==> src/design/pce_bridge_config.svh <==
/*
  bridge register map of the PC Engine core,
  core reset hold count and its counter width,
  bit positions of the Analogizer settings word
*/

`ifndef PCE_BRIDGE_CONFIG_SVH
`define PCE_BRIDGE_CONFIG_SVH

// download and system flags
`define PCE_ADDR_CART_DL       32'h0000_0000
`define PCE_ADDR_SAVE_DL       32'h0000_0004
`define PCE_ADDR_SGX           32'h0000_0008
`define PCE_ADDR_CORE_RESET    32'h0000_0050

// controller options
`define PCE_ADDR_TURBO_TAP     32'h0000_0100
`define PCE_ADDR_BUTTON6       32'h0000_0104
`define PCE_ADDR_B1_SPEED      32'h0000_0108
`define PCE_ADDR_B2_SPEED      32'h0000_010C

// video options
`define PCE_ADDR_OVERSCAN      32'h0000_0200
`define PCE_ADDR_EXTRA_SPRITES 32'h0000_0204
`define PCE_ADDR_RAW_RGB       32'h0000_0208

// audio options
`define PCE_ADDR_MASTER_BOOST  32'h0000_0300
`define PCE_ADDR_ADPCM_BOOST   32'h0000_0304
`define PCE_ADDR_CD_BOOST      32'h0000_0308

`define PCE_ADDR_ANALOGIZER    32'hF700_0000

// core reset stretch, short for simulation
`define PCE_RESET_HOLD         256
`define PCE_RESET_CNT_W        9

// analogizer word layout, bit 5 unused
`define PCE_SNAC_TYPE_LSB      0
`define PCE_SNAC_ASSIGN_LSB    6
`define PCE_VIDEO_TYPE_LSB     10

`endif
==> src/design/pce_bridge_pkg.sv <==
/*
  shared types of the bridge control block:
  write opcode enum, decoded command, core settings,
  Analogizer fields, pad and player bundles
*/

`default_nettype none

package pce_bridge_pkg;

  // one opcode per writable bridge register
  typedef enum logic [3:0] {
    OP_NONE,
    OP_CART_DL,
    OP_SAVE_DL,
    OP_SGX,
    OP_CORE_RESET,
    OP_TURBO_TAP,
    OP_BUTTON6,
    OP_B1_SPEED,
    OP_B2_SPEED,
    OP_OVERSCAN,
    OP_EXTRA_SPRITES,
    OP_RAW_RGB,
    OP_MASTER_BOOST,
    OP_ADPCM_BOOST,
    OP_CD_BOOST,
    OP_ANALOGIZER
  } bridge_op_e;

  // decoded write, payload is the low part of the write data
  typedef struct packed {
    bridge_op_e  op;
    logic [13:0] payload;
  } bridge_cmd_t;

  // core settings, 13 bits
  typedef struct packed {
    logic       turbo_tap;
    logic       button6;
    logic [1:0] b1_speed;
    logic [1:0] b2_speed;
    logic       overscan;
    logic       extra_sprites;
    logic       raw_rgb;
    logic [1:0] master_boost;
    logic       adpcm_boost;
    logic       cd_boost;
  } pce_settings_t;

  // fields of the analogizer word
  typedef struct packed {
    logic [4:0] cont_type;
    logic [3:0] cont_assign;
    logic [3:0] video_type;
  } analogizer_cfg_t;

  // key bitmap, dpad in [3:0], face a/b in [5:4], select/start in [15:14]
  typedef logic [15:0] pad_t;

  typedef struct packed {
    pad_t p1;
    pad_t p2;
    pad_t p3;
    pad_t p4;
  } players_t;

endpackage

`default_nettype wire

==> src/design/pce_bridge_top.sv <==
/*
  bridge control block top: decode, settings and routing,
  readback of the analogizer word
*/

`timescale 1ns/1ps
`default_nettype none

module pce_bridge_top (
  input  wire                             clk_74a,
  input  wire                             pll_core_locked,
  input  wire  [31:0]                     bridge_addr,
  input  wire                             bridge_wr,
  input  wire  [31:0]                     bridge_wr_data,
  input  wire pce_bridge_pkg::players_t   pocket_pads,
  input  wire pce_bridge_pkg::players_t   snac_pads,
  output logic [31:0]                     bridge_rd_data,
  output pce_bridge_pkg::pce_settings_t   settings,
  output logic                            cart_download,
  output logic                            save_download,
  output logic                            is_sgx,
  output pce_bridge_pkg::analogizer_cfg_t snac_cfg,
  output pce_bridge_pkg::players_t        players,
  output logic                            core_reset
);

  import pce_bridge_pkg::*;

  bridge_cmd_t cmd;
  logic        cmd_valid;
  logic [13:0] snac_word;

  // decode step
  bridge_decode u_decode (
    .clk_74a         (clk_74a),
    .pll_core_locked (pll_core_locked),
    .bridge_wr       (bridge_wr),
    .bridge_addr     (bridge_addr),
    .bridge_wr_data  (bridge_wr_data),
    .cmd             (cmd),
    .cmd_valid       (cmd_valid)
  );

  // execute step
  settings_regs u_settings (
    .clk_74a         (clk_74a),
    .pll_core_locked (pll_core_locked),
    .cmd             (cmd),
    .cmd_valid       (cmd_valid),
    .settings        (settings),
    .cart_download   (cart_download),
    .save_download   (save_download),
    .is_sgx          (is_sgx),
    .snac_cfg        (snac_cfg),
    .snac_word       (snac_word),
    .core_reset      (core_reset)
  );

  control_router u_router (
    .clk_74a         (clk_74a),
    .pll_core_locked (pll_core_locked),
    .snac_cfg        (snac_cfg),
    .pocket_pads     (pocket_pads),
    .snac_pads       (snac_pads),
    .players         (players)
  );

  // result step
  bridge_readback u_readback (
    .clk_74a         (clk_74a),
    .pll_core_locked (pll_core_locked),
    .bridge_addr     (bridge_addr),
    .snac_word       (snac_word),
    .bridge_rd_data  (bridge_rd_data)
  );

endmodule

`default_nettype wire

==> src/design/bridge_readback.sv <==
/*
  bridge read data mux, returns the analogizer word
  and zero for every other address
*/

`timescale 1ns/1ps
`default_nettype none

`include "pce_bridge_config.svh"

module bridge_readback (
  input  wire         clk_74a,
  input  wire         pll_core_locked,
  input  wire  [31:0] bridge_addr,
  input  wire  [13:0] snac_word,
  output logic [31:0] bridge_rd_data
);

  logic addr_hit;

  // only the analogizer word is readable here
  assign addr_hit = (bridge_addr == `PCE_ADDR_ANALOGIZER);

  ///////////////////////////////
  // read register
  ///////////////////////////////

  always_ff @(posedge clk_74a or negedge pll_core_locked) begin
    if (!pll_core_locked) begin
      bridge_rd_data <= '0;
    end else if (addr_hit) begin
      bridge_rd_data <= {18'd0, snac_word};
    end else begin
      bridge_rd_data <= '0;
    end
  end

  // host sees a zero-extended 14-bit word
  a_upper_zero : assert property (
    @(posedge clk_74a)
    bridge_rd_data[31:14] == 18'd0
  );

endmodule

`default_nettype wire

==> src/design/control_router.sv <==
/*
  player input routing between handheld pads and SNAC pads,
  selected by the analogizer controller type and assignment
*/

`timescale 1ns/1ps
`default_nettype none

module control_router (
  input  wire                             clk_74a,
  input  wire                             pll_core_locked,
  input  wire pce_bridge_pkg::analogizer_cfg_t snac_cfg,
  input  wire pce_bridge_pkg::players_t   pocket_pads,
  input  wire pce_bridge_pkg::players_t   snac_pads,
  output pce_bridge_pkg::players_t        players
);

  import pce_bridge_pkg::*;

  players_t routed;

  ///////////////////////////////
  // routing table
  ///////////////////////////////

  always_comb begin
    // unnamed players keep their handheld pad
    routed = pocket_pads;
    if (snac_cfg.cont_type != 5'd0) begin
      case (snac_cfg.cont_assign)
        4'd0: begin
          routed.p1 = snac_pads.p1;
        end
        4'd1: begin
          routed.p2 = snac_pads.p1;
        end
        4'd2: begin
          routed.p1 = snac_pads.p1;
          routed.p2 = snac_pads.p2;
        end
        4'd3: begin
          // swapped pair
          routed.p1 = snac_pads.p2;
          routed.p2 = snac_pads.p1;
        end
        4'd4: begin
          routed = snac_pads;
        end
        4'd5: begin
          routed.p1 = snac_pads.p4;
          routed.p2 = snac_pads.p3;
          routed.p3 = snac_pads.p2;
          routed.p4 = snac_pads.p1;
        end
        4'd6: begin
          // multitap, snac on the last two ports
          routed.p3 = snac_pads.p1;
          routed.p4 = snac_pads.p2;
        end
        default: begin
          routed = pocket_pads;
        end
      endcase
    end
  end

  always_ff @(posedge clk_74a or negedge pll_core_locked) begin
    if (!pll_core_locked) begin
      players <= '0;
    end else begin
      players <= routed;
    end
  end

endmodule

`default_nettype wire

==> src/design/settings_regs.sv <==
/*
  execute stage for bridge writes: core settings, download
  flags, analogizer word and its split fields, core reset
  hold counter
*/

`timescale 1ns/1ps
`default_nettype none

`include "pce_bridge_config.svh"

module settings_regs (
  input  wire                             clk_74a,
  input  wire                             pll_core_locked,
  input  wire pce_bridge_pkg::bridge_cmd_t cmd,
  input  wire                             cmd_valid,
  output pce_bridge_pkg::pce_settings_t   settings,
  output logic                            cart_download,
  output logic                            save_download,
  output logic                            is_sgx,
  output pce_bridge_pkg::analogizer_cfg_t snac_cfg,
  output logic [13:0]                     snac_word,
  output logic                            core_reset
);

  import pce_bridge_pkg::*;

  logic [`PCE_RESET_CNT_W-1:0] hold_cnt;
  logic [`PCE_RESET_CNT_W-1:0] hold_next;

  // reset hold, a new request restarts the count
  always_comb begin
    hold_next = hold_cnt;
    if (hold_cnt != '0) begin
      hold_next = hold_cnt - 1'b1;
    end
    if (cmd_valid && cmd.op == OP_CORE_RESET) begin
      hold_next = `PCE_RESET_CNT_W'(`PCE_RESET_HOLD);
    end
  end

  always_ff @(posedge clk_74a or negedge pll_core_locked) begin
    if (!pll_core_locked) begin
      hold_cnt   <= '0;
      core_reset <= 1'b0;
    end else begin
      hold_cnt   <= hold_next;
      core_reset <= (hold_next != '0);
    end
  end

  ///////////////////////////////
  // register file
  ///////////////////////////////

  always_ff @(posedge clk_74a or negedge pll_core_locked) begin
    if (!pll_core_locked) begin
      settings      <= '0;
      cart_download <= 1'b0;
      save_download <= 1'b0;
      is_sgx        <= 1'b0;
      snac_word     <= '0;
      snac_cfg      <= '0;
    end else if (cmd_valid) begin
      case (cmd.op)
        OP_CART_DL:       cart_download          <= cmd.payload[0];
        OP_SAVE_DL:       save_download          <= cmd.payload[0];
        OP_SGX:           is_sgx                 <= cmd.payload[0];
        OP_TURBO_TAP:     settings.turbo_tap     <= cmd.payload[0];
        OP_BUTTON6:       settings.button6       <= cmd.payload[0];
        OP_B1_SPEED:      settings.b1_speed      <= cmd.payload[1:0];
        OP_B2_SPEED:      settings.b2_speed      <= cmd.payload[1:0];
        OP_OVERSCAN:      settings.overscan      <= cmd.payload[0];
        OP_EXTRA_SPRITES: settings.extra_sprites <= cmd.payload[0];
        OP_RAW_RGB:       settings.raw_rgb       <= cmd.payload[0];
        OP_MASTER_BOOST:  settings.master_boost  <= cmd.payload[1:0];
        OP_ADPCM_BOOST:   settings.adpcm_boost   <= cmd.payload[0];
        OP_CD_BOOST:      settings.cd_boost      <= cmd.payload[0];
        OP_ANALOGIZER: begin
          snac_word            <= cmd.payload;
          // split fields for the snac router and video path
          snac_cfg.cont_type   <= cmd.payload[`PCE_SNAC_TYPE_LSB +: 5];
          snac_cfg.cont_assign <= cmd.payload[`PCE_SNAC_ASSIGN_LSB +: 4];
          snac_cfg.video_type  <= cmd.payload[`PCE_VIDEO_TYPE_LSB +: 4];
        end
        default: ;
      endcase
    end
  end

  // counter can never run above its reload value
  a_hold_bound : assert property (
    @(posedge clk_74a) disable iff (!pll_core_locked)
    core_reset |-> hold_cnt <= `PCE_RESET_HOLD
  );

endmodule

`default_nettype wire

==> src/design/bridge_decode.sv <==
/*
  bridge write decoder that maps a write address to an opcode
  and registers opcode, payload and a one-cycle strobe
*/

`timescale 1ns/1ps
`default_nettype none

`include "pce_bridge_config.svh"

module bridge_decode (
  input  wire                         clk_74a,
  input  wire                         pll_core_locked,
  input  wire                         bridge_wr,
  input  wire [31:0]                  bridge_addr,
  input  wire [31:0]                  bridge_wr_data,
  output pce_bridge_pkg::bridge_cmd_t cmd,
  output logic                        cmd_valid
);

  import pce_bridge_pkg::*;

  bridge_op_e op_next;

  // address map lookup
  always_comb begin
    case (bridge_addr)
      `PCE_ADDR_CART_DL:       op_next = OP_CART_DL;
      `PCE_ADDR_SAVE_DL:       op_next = OP_SAVE_DL;
      `PCE_ADDR_SGX:           op_next = OP_SGX;
      `PCE_ADDR_CORE_RESET:    op_next = OP_CORE_RESET;
      `PCE_ADDR_TURBO_TAP:     op_next = OP_TURBO_TAP;
      `PCE_ADDR_BUTTON6:       op_next = OP_BUTTON6;
      `PCE_ADDR_B1_SPEED:      op_next = OP_B1_SPEED;
      `PCE_ADDR_B2_SPEED:      op_next = OP_B2_SPEED;
      `PCE_ADDR_OVERSCAN:      op_next = OP_OVERSCAN;
      `PCE_ADDR_EXTRA_SPRITES: op_next = OP_EXTRA_SPRITES;
      `PCE_ADDR_RAW_RGB:       op_next = OP_RAW_RGB;
      `PCE_ADDR_MASTER_BOOST:  op_next = OP_MASTER_BOOST;
      `PCE_ADDR_ADPCM_BOOST:   op_next = OP_ADPCM_BOOST;
      `PCE_ADDR_CD_BOOST:      op_next = OP_CD_BOOST;
      `PCE_ADDR_ANALOGIZER:    op_next = OP_ANALOGIZER;
      default:                 op_next = OP_NONE;
    endcase
  end

  ///////////////////////////////
  // strobe
  ///////////////////////////////

  always_ff @(posedge clk_74a or negedge pll_core_locked) begin
    if (!pll_core_locked) begin
      cmd_valid <= 1'b0;
    end else begin
      cmd_valid <= bridge_wr && (op_next != OP_NONE);
    end
  end

  // opcode and payload of the last write
  always_ff @(posedge clk_74a or negedge pll_core_locked) begin
    if (!pll_core_locked) begin
      cmd <= '0;
    end else if (bridge_wr) begin
      cmd.op      <= op_next;
      cmd.payload <= bridge_wr_data[13:0];
    end
  end

  // unmapped writes must never leak a strobe
  a_no_empty_strobe : assert property (
    @(posedge clk_74a) disable iff (!pll_core_locked)
    cmd_valid |-> cmd.op != OP_NONE
  );

endmodule

`default_nettype wire

==> config.mk <==
export PLATFORM = sky130hd
export DESIGN_NAME = pce_bridge_top
export DESIGN_NICKNAME = d
export VERILOG_FILES = /design/src/design/pce_bridge_pkg.sv /design/src/design/pce_bridge_top.sv /design/src/design/bridge_readback.sv /design/src/design/control_router.sv /design/src/design/settings_regs.sv /design/src/design/bridge_decode.sv
export VERILOG_INCLUDE_DIRS = /design/src /design/src/design
export SDC_FILE = /design/constraint.sdc
export NUM_CORES = 1
export LEC_CHECK = 0
export BUFFER_PORTS_ARGS = -buffer_cell sky130_fd_sc_hd__buf_4
export CAP_MARGIN = 5
export CORE_ASPECT_RATIO = 2
export CORE_MARGIN = 2
export CORE_UTILIZATION = 25
export CTS_BUF_LIST = sky130_fd_sc_hd__clkbuf_4 sky130_fd_sc_hd__clkbuf_8 sky130_fd_sc_hd__clkbuf_16
export DETAILED_ROUTE_END_ITERATION = 16
export HOLD_SLACK_MARGIN = 0.15
export SLEW_MARGIN = 20
export SYNTH_ARGS = -nofsm -noshare
export SYNTH_HDL_FRONTEND = slang
export SYNTH_SLANG_ARGS = --single-unit
==> constraint.sdc <==
create_clock -name clk_74a -period 2.36 [get_ports clk_74a]
set_input_delay 0.354 -clock clk_74a [delete_from_list [all_inputs] [get_ports clk_74a]]
set_output_delay 0.354 -clock clk_74a [all_outputs]
set_load 0.02 [all_outputs]
== Yosys cells after proc, flatten, opt, wreduce, memory -nomap -nowiden ==
Cells that the tools add are included.

* Bits in registers: 168
* Bits in latches: 0
* Memory bits (writable): 0
* Bits in read-only memories: 0
* Input port bits: 195
* Output and inout port bits: 126
* Word-level logic and storage cells: 96
* Memories kept: 0

* $add $sub $neg: 1
* $mul: 0
* Div/mod/pow operators: 0
* Magnitude comparators: 0
* Equal/unequal tests: 35
* Shift operators: 0
* Muxes and demuxes: 8
* Bitwise gates (word level): 0
* Reduce and logical (&&, ||, !) cells: 25

{| class="wikitable"
|+ Operator list
! operator !! number
|-
| $eq A32 B10 Y1 const B || 6
|-
| $eq A32 B9 Y1 const B || 4
|-
| $pmux W16 S3 || 2
|-
| $pmux W32 S3 || 1
|-
| $mux W64 || 1
|-
| $pmux W4 S15 || 1
|-
| $eq A32 B3 Y1 const B || 1
|-
| $eq A32 B32 Y1 const B || 1
|-
| $eq A32 B4 Y1 const B || 1
|-
| $eq A32 B7 Y1 const B || 1
|-
| $eq A4 B4 Y1 const B || 8
|-
| $logic_not A32 Y1 || 1
|-
| $eq A4 B3 Y1 const B || 7
|-
| $reduce_and A2 Y1 || 14
|-
| $mux W9 || 2
|-
| $reduce_bool A9 Y1 || 2
|-
| $eq A4 B2 Y1 const B || 4
|-
| $mux W14 || 1
|-
| $sub A9 B1 Y9 const B || 1
|-
| $eq A4 B1 Y1 const B || 2
|-
| $reduce_bool A5 Y1 || 1
|-
| $logic_not A4 Y1 || 1
|-
| $reduce_bool A4 Y1 || 1
|-
| $reduce_or A2 Y1 || 2
|-
| other kinds (2) || 3
|}

== Depth between registers and ports, before layout ==
Gate-level depths: netlist (run 1).

* Word-level depth: 4
* Mapped depth: 8
* Depth with buffers taken out: 7

== Modules after synthesis ==
A second synthesis (run 1) with hierarchy kept.

* Cells, all modules: 741
* Area total of the unflattened synthesis: 7516.0 sq um

{| class="wikitable"
|+ Modules (own cells, without submodules)
! module !! times used !! cells each !! area each (sq um) !! sequential area each (sq um)
|-
| control_router || 1 || 420 || 3817.4 || 1601.5
|-
| settings_regs || 1 || 166 || 1928.1 || 1001.0
|-
| bridge_decode || 1 || 82 || 967.2 || 475.5
|-
| bridge_readback || 1 || 73 || 803.3 || 350.3
|}

== Worst setup path after synthesis (run 1) ==
Ideal clock, no wire load.

* Kind: reg2reg
* From: register u_settings.hold_cnt[0]
* To: register u_settings.core_reset
* Setup time: 0.137 ns
* Arrival: 1.762 ns
* Data required time: 2.223 ns
* Setup slack: 0.461 ns
* Cell stages (with the launch flop): 8
* Path buffers: 0
* Clock period less this slack: 1.899 ns
* Cells stage by stage: dfrtp_1 -> inv_1 -> ha_1 -> nor4b_2 -> a2111oi_4 -> a211oi_1 -> a311oi_1 -> o211ai_1

* Word-level cells in the longest chain between the ends: 4
* Elaborated cells between the ends (all ways): 5
* Those cells by class: add/sub (1); mux (2); reduce/logical (2)

{| class="wikitable"
|+ Ends and longest elaborated chain
! element !! line !! RTL
|-
| start, declared || settings_regs.sv:28 || <nowiki>logic [`PCE_RESET_CNT_W-1:0] hold_cnt;</nowiki>
|-
| start signal, assigned || settings_regs.sv:47 || <nowiki>hold_cnt <= hold_next;</nowiki>
|-
| $sub A9 B1 Y9 / $reduce_bool A9 Y1 (equally long branches) || settings_regs.sv:35, settings_regs.sv:34 ||
|-
| $mux W9 (*) || settings_regs.sv:34 || <nowiki>if (hold_cnt != '0) begin</nowiki>
|-
| $mux W9 (*) || settings_regs.sv:37 || <nowiki>if (cmd_valid && cmd.op == OP_CORE_RESET) begin</nowiki>
|-
| $reduce_bool A9 Y1 (*) || settings_regs.sv:48 || <nowiki>core_reset <= (hold_next != '0);</nowiki>
|-
| end signal, assigned || settings_regs.sv:48 ||
|-
| end, declared || settings_regs.sv:23 || <nowiki>output logic core_reset</nowiki>
|}

Every way passes the cells marked *; elsewhere a longest branch is shown, timed or not.
A chain may end at the register's enable or synchronous reset.

==> key figures, run 1 <==
Worst setup path
  • WS Path Type: register to register
  • Critical path capture point type: register
  • CP max FO: 32
  • Worst EP arrival: between 2 and 3 ns
  • CP startpoint kind: register
  • Worst EP required: 2.72 ns

Finish
  • N_diodes: 0
  • Share of cells above drive strength 1: roughly 42%
  • Area grow syn2layout: 53.5%
  • Area occupied by multi-input gates: about 2900 sq um
  • Most common cell after layout, fill and taps aside: buf_4
  • Register area: approximately 3400 sq um
  • Most frequent cells in the layout: 309 x buf_4, 137 x dfrtp_1, 91 x nor2_1, 59 x nand2_1
  • Fin nets: approximately 1200
  • Fillers: about 2600
  • Non-filler cells, final: 1323

Floorplan
  • DIE HEIGHT: about 240 microns
  • Ports: 321
  • Die Footprint: 28200 sq um
  • Die W: about 120 microns
  • Num rows: 84
  • Core ar.: between 20000 and 30000 sq um
  • Initial Util: between 20 and 30%

Yosys
  • Yosys cell types: 56
  • Cell taking the most area after synthesis: dfrtp_1
  • Ys async rst share: between 90% and 100%
  • Mapped Avg Cell Area: about 10 sq um
  • Count of flip-flops with a built-in enable after synthesis: 0
  • Sequential-to-total area share from yosys stat: between 50% and 60%
  • Area of the mapped netlist: 6690 sq um
  • Ys Warns: 0
  • Yosys top cell area share: around half
  • Yosys reg bits: about 140
  • Post-Synthesis Cells: 645
  • Synth top area cells: dfrtp_1 51%, mux2_2 7.4%, a22oi_1 5.5%, nor2_1 5.1%, a31oi_1 4.6%
  • Most used DFF post-synth: dfrtp_1

Global route
  • Initial antenna violation count: 0
  • First-pass GRT wire length: a little under 40000 microns
  • Largest net degree at the start of global routing: between 50 and 60
  • GRT Total Usage: a little under a fifth
  • Total gr overflow: 0
  • Number of global-route vias before repair: 6604

Routing
  • DR pass1 iterations: 6
  • Vias per cell: between 4 and 5
  • Initial DRC count: just over 400
  • WL per Instance: between 15 and 20 microns
  • Via count: 6371
  • ANT nets after route: 0
  • DRC: 0
  • WL final: ~26000 microns

Clock network
  • TritonCTS Buffers: 17
  • Clock buffer depth: 2
  • CTS tree: built
  • Root buf cell: clkbuf_16
  • Clk Latency, worst-skew pair: between 0.4 and 0.5 ns
  • H-tree depth: 4
  • Clk pin slew, worst setup/hold paths: about 0.070 ns
  • Setup Fix Bufs, Post-CTS: 0
  • Clock sinks: around 140

Timing
  • Unrepaired setup endpoints after global routing: no
  • Final hold slack: about 0.17 ns
  • Worst-margin pin slew: slightly above 0.9 ns
  • Worst Skew: about 0.014 ns
  • Rel. slew slack: about two fifths
  • Fmax: roughly 450 MHz
  • Sum Neg Setup Slack: 0 ns
  • Crit share post-route: 93.4%
  • Final min period: between 2 and 2.5 ns
  • Final hold violation count: 0
  • Pins Over Slew Limit: 0
  • Setup Viol. Count Final: 0

Power
  • Lkg Pwr: approximately 4.7 nW
  • Peak supply drop: between 300 and 400 uV
  • P per Cell Area: roughly 580 nW/um^2

Run status
  • Status: finished, final reports clean

Place
  • Routability congestion estimate: between 0.8 and 0.9
  • IO Port Bufs: 284
  • Placed insts: 1251
  • Detailed Place HPWL: a little under 20000 microns

Run
  • Max cap viols: 0

Min path
  • Worst Hold Class: input pin to register
flip-flops by register name, summed over array words and instances (netlist names):
name,count
u_decode.cmd_valid,1
u_settings.hold_cnt,9
u_settings.settings,13
u_settings.is_sgx,1
u_settings.cart_download,1
u_readback.bridge_rd_data,14
u_settings.snac_word,14
u_settings.save_download,1
u_router.players,64
u_settings.core_reset,1
u_decode.cmd,18
logic make-up (layout without fill, tap and decap cells):
logic type	Yosys count	in the layout	share of synthesized area (%)
AND/OR/NAND/NOR	220	220	16.1
AO/OA/AOI/OAI	159	159	17.4
flip-flops	137	137	51.3
buffers and inverters	76	393	6.66
multiplexers	45	45	7.56
XOR/XNOR	6	6	0.786
adder cells (fa/ha/maj)	1	1	0.187
other	1	18	0.0561
routing by layer:
metal  routed length (microns)  global-route usage, %  vias up  share of wire (%)
met1                      8710                   18.2     3045                 34
li1                          -                      -     2947                  -
met3                      1850                   4.53       47                7.2
met5                         0                      0        -                  0
met4                      1060                   9.55        0                4.1
met2                     14200                   34.6      332                 55
cells in the mapped netlist, drive strengths merged (2+ instances only):
master	n
a2111oi	2
o32a	2
nor4	6
a211oi	4
nor2	91
o21ai	4
nor3	10
nand4	4
a31oi	49
o211ai	2
mux2	44
nand2b	7
and2	17
or3	2
clkbuf	19
a21boi	2
a222oi	16
nand3b	6
nor3b	5
nand2	59
a21oi	23
inv	4
buf	53
xnor2	4
a22oi	49
nand3	5
xor2	2
dfrtp	137
final timing paths:
path	slack, ns	startpoint	endpoint	cells past startpoint
worst max register to register	0.16	u_settings.snac_word[7]	u_router.players[46]	6
worst max-delay path	0.16	u_settings.snac_word[7]	u_router.players[46]	6
worst min register to register	0.50	u_decode.cmd[11]	u_settings.snac_word[11]	1
min in group asynchronous	0.43	pll_core_locked	u_readback.bridge_rd_data[0]	2
max in group asynchronous	1.27	pll_core_locked	u_readback.bridge_rd_data[4]	3
worst min-delay path	0.17	snac_pads[0]	u_router.players[48]	3
cell type report:
cell class	instances	area share, %
Inverter	4	0.146
Multi-Input combinational cell	449	28.4
Clock inverter	14	1.57
Sequential cell	137	33.4
Clock buffer	18	4.28
Tap cell	344	4.19
Timing Repair Buffer	357	28.0
critical path, stage by stage (launching register included):
cell,delay (ns)
dfrtp_1,0.47
xnor2_1,0.18
nor3_2,0.70
o32a_1,0.32
buf_12,0.21
nor2_1,0.06
a21oi_1,0.16
where the power goes:
part / total (W) / internal, W / switching, W / leakage, nW
sequential: 0.00247 / 0.00243 / 0.0000418 / 1.73
combinational: 0.000734 / 0.000376 / 0.000358 / 2.67
clock: 0.00276 / 0.00161 / 0.00116 / 0.290
stage by stage:
step                      power [W]  cell area, sq um  utilization [%]  setup slack (ns)
final                       0.00597             10300             39.1             0.155
after global routing        0.00621             10300             39.1            0.0109
after CTS                   0.00606             10200             39.0            0.0936
after detailed placement    0.00320              9250             35.2             0.108
after global placement      0.00319              9250             35.2             0.172
after floorplan             0.00274              6750                -             0.461
what timing repair did:
| item | 4_1_cts | 5_1_grt |
|---|---|---|
| hold endpoints to repair | 89 | 0 |
| gates resized for setup | 0 | 1 |
| setup endpoints to repair | 0 | 1 |
| hold buffers | 39 | 0 |
Power figures use the tool's default switching activity.
==> run 2: changes to the inputs <==
Settings changed: CORE_MARGIN 2 to 4, HOLD_SLACK_MARGIN 0.15 to 0.1.
Clock period 2.36 ns to 2.4 ns, I/O delays scaled along.
==> run 2 against run 1 <==
Effect of this change:
- core utilization fell by 2.3 points
- critical endpoint is now u_settings.core_reset
- combinational power fell by 8.9%
- flip-flop and latch count did not move
- non-clock buffer count fell by 48
- design area fell by 5.4%
- clock skew fell by 0.0052 ns
- routed wire length rose by 1.0%
- sequential share of layout area rose by 1.9 points
- total power fell by 6.2%
- sequential power fell by 2%
- cell count fell by 3.7%
- largest cell class unchanged
==> key figures, run 2 (synthesis gave the netlist of run 1 again) <==
Worst setup path
  • Worst r2r src: u_settings.hold_cnt[0]
  • R2R cell count: 7
  • Critical path capture point type: register
  • R2r endpoint: u_settings.core_reset
  • CP max FO: 4
  • Worst EP arrival: around 2.5 ns
  • Internal reg-to-reg setup slack: roughly 0.23 ns
  • CP startpoint kind: register
  • WS Path Type: register to register
  • Worst EP required: ~2.7 ns

Power
  • P per Cell Area: 577 nW/um^2
  • Lkg Pwr: roughly 4.4 nW
  • Peak supply drop: 438 uV

Timing
  • Crit share post-route: 90.6%
  • Pins Over Slew Limit: 0
  • Sum Neg Setup Slack: 0 ns
  • Final min period: about 2.2 ns
  • Worst setup margin: about 0.23 ns
  • Worst Skew: 0.00844 ns
  • Setup Viol. Count Final: 0
  • Rel. slew slack: 49.0%
  • Worst-margin pin slew: 0.760 ns
  • Fmax: between 400 and 500 MHz
  • Final hold violation count: 0
  • Unrepaired setup endpoints after global routing: no

Finish
  • N_diodes: 0
  • Non-filler cells, final: ~1300
  • Largest Register: u_router.players
  • Largest regs: u_router.players: 64 flops, u_decode.cmd: 18 flops
  • Fin nets: approximately 1100
  • Most frequent cells in the layout: 303 x buf_4, 137 x dfrtp_1, 91 x nor2_1, 59 x nand2_1
  • Most common cell after layout, fill and taps aside: buf_4
  • Area grow syn2layout: 45.2%
  • Share of cells above drive strength 1: a little over two fifths
  • Fillers: approximately 2700
  • Max FFs per register: 64

Global route
  • Largest net degree at the start of global routing: 53
  • Number of global-route vias before repair: between 6000 and 7000
  • Initial antenna violation count: 0
  • Total gr overflow: 0
  • GRT Total Usage: roughly 18%
  • First-pass GRT wire length: approximately 38000 microns

Floorplan
  • Initial Util: 25.4%
  • DIE HEIGHT: around 240 microns
  • Ports: 321
  • Num rows: 84
  • Die W: between 100 and 150 microns
  • Core ar.: about 26000 sq um
  • Die Footprint: 29600 sq um

Routing
  • Via count: between 6000 and 7000
  • Initial DRC count: between 300 and 400
  • ANT nets after route: 0
  • WL per Instance: about 20 microns
  • DRC: 0
  • Vias per cell: 4.90
  • DR pass1 iterations: 6
  • WL final: between 20000 and 30000 microns

Place
  • Detailed Place HPWL: between 20000 and 25000 microns
  • Routability congestion estimate: a little under 0.9
  • Placed insts: ~1200
  • Worst slack, placed: roughly 0.22 ns
  • IO Port Bufs: about 280

Min path
  • Min-delay src: bridge_wr_data[3]
  • Worst hold endpoint: u_decode.cmd[3]
  • Worst Hold Class: input pin to register
  • Worst Hold Depth: 2

Clock network
  • Root buf cell: clkbuf_16
  • H-tree depth: 4
  • Clock buffer depth: 2
  • Clk pin slew, worst setup/hold paths: approximately 0.06 ns
  • Clock sinks: 137
  • TritonCTS Buffers: 17
  • Post-cts sizing count: 0
  • Setup Fix Bufs, Post-CTS: 0
  • CTS tree: built
  • Clk Latency, worst-skew pair: roughly 0.44 ns

Run
  • Max cap viols: 0

Run status
  • Status: finished, final reports clean
[run 2: worst max-delay path by stage]
stage	startpoint	endpoint	slack, ns	cells past startpoint
after global routing	u_settings.hold_cnt[0]	u_settings.core_reset	0.03	7
after CTS	u_settings.hold_cnt[0]	u_settings.core_reset	0.20	7
after floorplan	u_settings.hold_cnt[0]	u_settings.core_reset	0.50	7
after global placement	u_settings.hold_cnt[0]	u_settings.core_reset	0.29	7
after detailed placement	u_settings.hold_cnt[0]	u_settings.core_reset	0.22	7
final	u_settings.hold_cnt[0]	u_settings.core_reset	0.23	7
[run 2: layer usage]
layer	GRT usage [%]	wire (microns)	vias up	part of all wire, %
met4	10.9	1410	0	5.4
met1	16.5	8190	3016	31
met2	31.6	14000	323	54
met5	0	0	-	0
met3	6.10	2500	61	9.6
li1	-	-	2842	-
[run 2: stage by stage]
step,power [W],utilization [%],hold WS [ns],instance area (sq um)
floorplan,0.00269,-,0.0644,6750
global placement,0.00314,34.7,0.362,9140
detailed placement,0.00315,34.7,0.364,9140
CTS,0.00570,36.8,0.127,9710
global route,0.00584,36.8,0.142,9710
finish,0.00560,36.8,0.162,9710
[run 2: power breakdown]
part	total [W]	internal (W)	switching, W
clock	0.00250	0.00146	0.00104
combinational	0.000669	0.000329	0.000339
sequential	0.00243	0.00239	0.0000393
[run 2: final cells by class]
class	instances	area [sq um]	share of cell area [%]
clock buffer	19	453	4.67
inverter	4	15.0	0.155
clock inverter	12	103	1.06
multi-input combinational	449	2900	29.9
timing repair buffer	309	2380	24.5
tap	344	430	4.43
sequential	137	3430	35.3
[run 2: worst max-delay path, stage by stage, from the launching register on]
cell,delay (ns)
dfrtp_1,0.43
inv_1,0.12
ha_1,0.20
nor4b_2,0.49
and2_2,0.30
a211oi_1,0.11
a311oi_1,0.28
o211ai_1,0.12
[run 2: timing repair]
item,4_1_cts,5_1_grt
endpoints found under the hold margin,50,0
hold buffers,1,0
setup endpoints to repair,0,0
==> run 3: changes to the inputs <==
Settings changed: PLACE_DENSITY from default to 0.53.
==> run 3 against run 2 <==
Effect of this change:
- combinational power about the same
- die area unchanged
- hold slack got worse by 0.0024 ns
- critical path depth unchanged
- clock skew increased by 0.0082 ns
- fmax increased by 1.5%
- routed wire length increased by 2.5%
- global-route usage increased by 0.47 points
- flip-flop and latch count unchanged
- design area increased by 1.2%
- clock power increased by 11%
- register-to-register slack improved by 0.03 ns
==> key figures, run 3 (synthesis gave the netlist of run 1 again) <==
Finish
  • Largest Register: u_router.players
  • Area occupied by multi-input gates: about 2900 sq um
  • Most frequent cells in the layout: 302 x buf_4, 137 x dfrtp_1, 90 x nor2_1, 59 x nand2_1
  • Max FFs per register: 64
  • Register area: about 3400 sq um
  • Largest regs: u_router.players: 64 flops, u_decode.cmd: 18 flops
  • Share of cells above drive strength 1: a little over two fifths
  • Fillers: around 2700
  • N_diodes: 0
  • Fin nets: about 1100
  • Area grow syn2layout: 47.0%
  • Most common cell after layout, fill and taps aside: buf_4
  • Finished Core Util: roughly 37%

Clock network
  • H-tree depth: 4
  • Root buf cell: clkbuf_16
  • Post-cts sizing count: 0
  • Setup Fix Bufs, Post-CTS: 0
  • Clock sinks: 137
  • TritonCTS Buffers: 17
  • CTS tree: built
  • Clock buffer depth: 2
  • Clk Latency, worst-skew pair: around 0.44 ns
  • Clk pin slew, worst setup/hold paths: 0.06 ns

Worst setup path
  • CP startpoint kind: register
  • Worst EP required: approximately 2.7 ns
  • Worst EP arrival: between 2 and 2.5 ns
  • WS Path Type: register to register
  • R2R cell count: 7
  • CP bufs+invs: 1
  • Cells along the critical path: inv_1 -> ha_1 -> nor2b_1 -> a21boi_0 -> a2111oi_0 -> o221a_2 -> o211ai_1
  • CP delay by family, top: compound AO/OA/AOI/OAI gates
  • CP max FO: 5
  • R2r endpoint: u_settings.core_reset
  • Worst r2r src: u_settings.hold_cnt[0]
  • Internal reg-to-reg setup slack: around 0.26 ns
  • Highest cell delay on the worst timing path: around 0.44 ns
  • Critical path capture point type: register
  • Critical path's slowest cell: dfrtp_1

Routing
  • WL final: about 27000 microns
  • DRC: 0
  • DR pass1 iterations: 6
  • Met1 wire length: ~8700 microns
  • Top sig layer: met4
  • ANT nets after route: 0
  • WL per Instance: 20.9 microns
  • Initial DRC count: slightly above 300
  • Vias per cell: 4.88
  • Via count: slightly above 6000
  • Met3 routed WL: 2260 microns
  • Metal2 WL: around 14000 microns

Timing
  • Pins Over Slew Limit: 0
  • Crit share post-route: about nine tenths
  • Worst Skew: approximately 0.017 ns
  • Fmax: 467 MHz
  • Worst-margin pin slew: between 0.9 and 1 ns
  • Sum Neg Setup Slack: 0 ns
  • Setup Viol. Count Final: 0
  • Final hold violation count: 0
  • Final min period: 2.14 ns
  • Unrepaired setup endpoints after global routing: no
  • Rel. slew slack: about a third

Power
  • Lkg Pwr: around 4.5 nW
  • Peak supply drop: 417 uV
  • P per Cell Area: about 600 nW/um^2

Run
  • Max cap viols: 0

Floorplan
  • DIE HEIGHT: 239 microns
  • Ports: 321
  • Die W: about 120 microns
  • Num rows: 84
  • Core ar.: 26400 sq um
  • Die Footprint: between 20000 and 30000 sq um
  • Initial Util: approximately a quarter

Min path
  • Worst Hold Class: input pin to register
  • Worst Hold Depth: 2
  • Min-delay src: bridge_wr_data[6]
  • Worst hold endpoint: u_decode.cmd[6]

Global route
  • Largest net degree at the start of global routing: 65
  • Initial antenna violation count: 0
  • Total gr overflow: 0
  • First-pass GRT wire length: about 39000 microns
  • Number of global-route vias before repair: ~6500
  • GRT Total Usage: roughly 18%

Place
  • Detailed Place HPWL: about 21000 microns
  • IO Port Bufs: 284
  • Routability congestion estimate: between 0.8 and 0.9

Run status
  • Status: finished, final reports clean
-- run 3: cell types whose count changed in the layout (fill, tap and decap cells not counted), moves of 2 or more --
| cell | previous run | this run |
|---|---|---|
| buf_12 | 4 | 7 |
| clkinv_2 | 5 | 2 |
| bufinv_16 | 1 | 3 |
| clkinv_4 | 2 | 4 |
| clkinvlp_4 | 4 | 2 |
| inv_6 | 0 | 2 |
-- run 3: layout make-up --
class / count / share of cell area [%]
clock inverters: 13 / 1.71
clock buffers: 19 / 4.61
repair buffers: 311 / 24.7
flip-flops and latches: 137 / 34.9
well taps: 344 / 4.38
inverters: 4 / 0.153
multi-input cells: 449 / 29.6
-- run 3: how the worst max path moves through the flow --
stage / startpoint / to / slack [ns] / cells after the start
floorplan: u_settings.hold_cnt[0] / u_settings.core_reset / 0.50 / 7
global placement: u_settings.snac_word[3] / u_router.players[12] / 0.25 / 6
CTS: u_settings.snac_word[3] / u_router.players[6] / 0.22 / 6
finish: u_settings.hold_cnt[0] / u_settings.core_reset / 0.26 / 7
detailed placement: u_settings.snac_word[3] / u_router.players[6] / 0.20 / 6
global route: u_settings.snac_word[2] / u_router.players[13] / 0.07 / 6
-- run 3: metal layers --
layer | vias up | track usage (%)
li1 | 2842 | -
met1 | 3005 | 17.7
met2 | 342 | 32.8
met3 | 45 | 5.34
met4 | 0 | 10.1
met5 | - | 0
-- run 3: worst register-to-register path: stages, from the launching register on --
cell       delay [ns]
dfrtp_1          0.44
inv_1            0.12
ha_1             0.20
nor2b_1          0.34
a21boi_0         0.16
a2111oi_0        0.41
o221a_2          0.27
o211ai_1         0.07
-- run 3: metrics by stage --
stage,hold WS [ns],total power [W],area [sq um],setup WS (ns),instances
floorplan,0.0644,0.00269,6750,0.501,662
global placement,0.380,0.00314,9200,0.252,1244
detailed placement,0.385,0.00316,9200,0.198,1244
CTS,0.131,0.00598,9830,0.220,1277
global route,0.145,0.00610,9830,0.0661,1277
finish,0.160,0.00588,9830,0.258,1277
-- run 3: power by group --
| part | leakage [nW] | internal (W) | switching [W] |
|---|---|---|---|
| combinational | 2.45 | 0.000329 | 0.000340 |
| clock | 0.300 | 0.00170 | 0.00108 |
| sequential | 1.73 | 0.00239 | 0.0000415 |
| total | 4.49 | 0.00442 | 0.00146 |
-- run 3: timing repair --
action                     4_1_cts  5_1_grt
hold endpoints to repair        54        0
setup endpoints to repair        0        0
hold buffers                     1        0
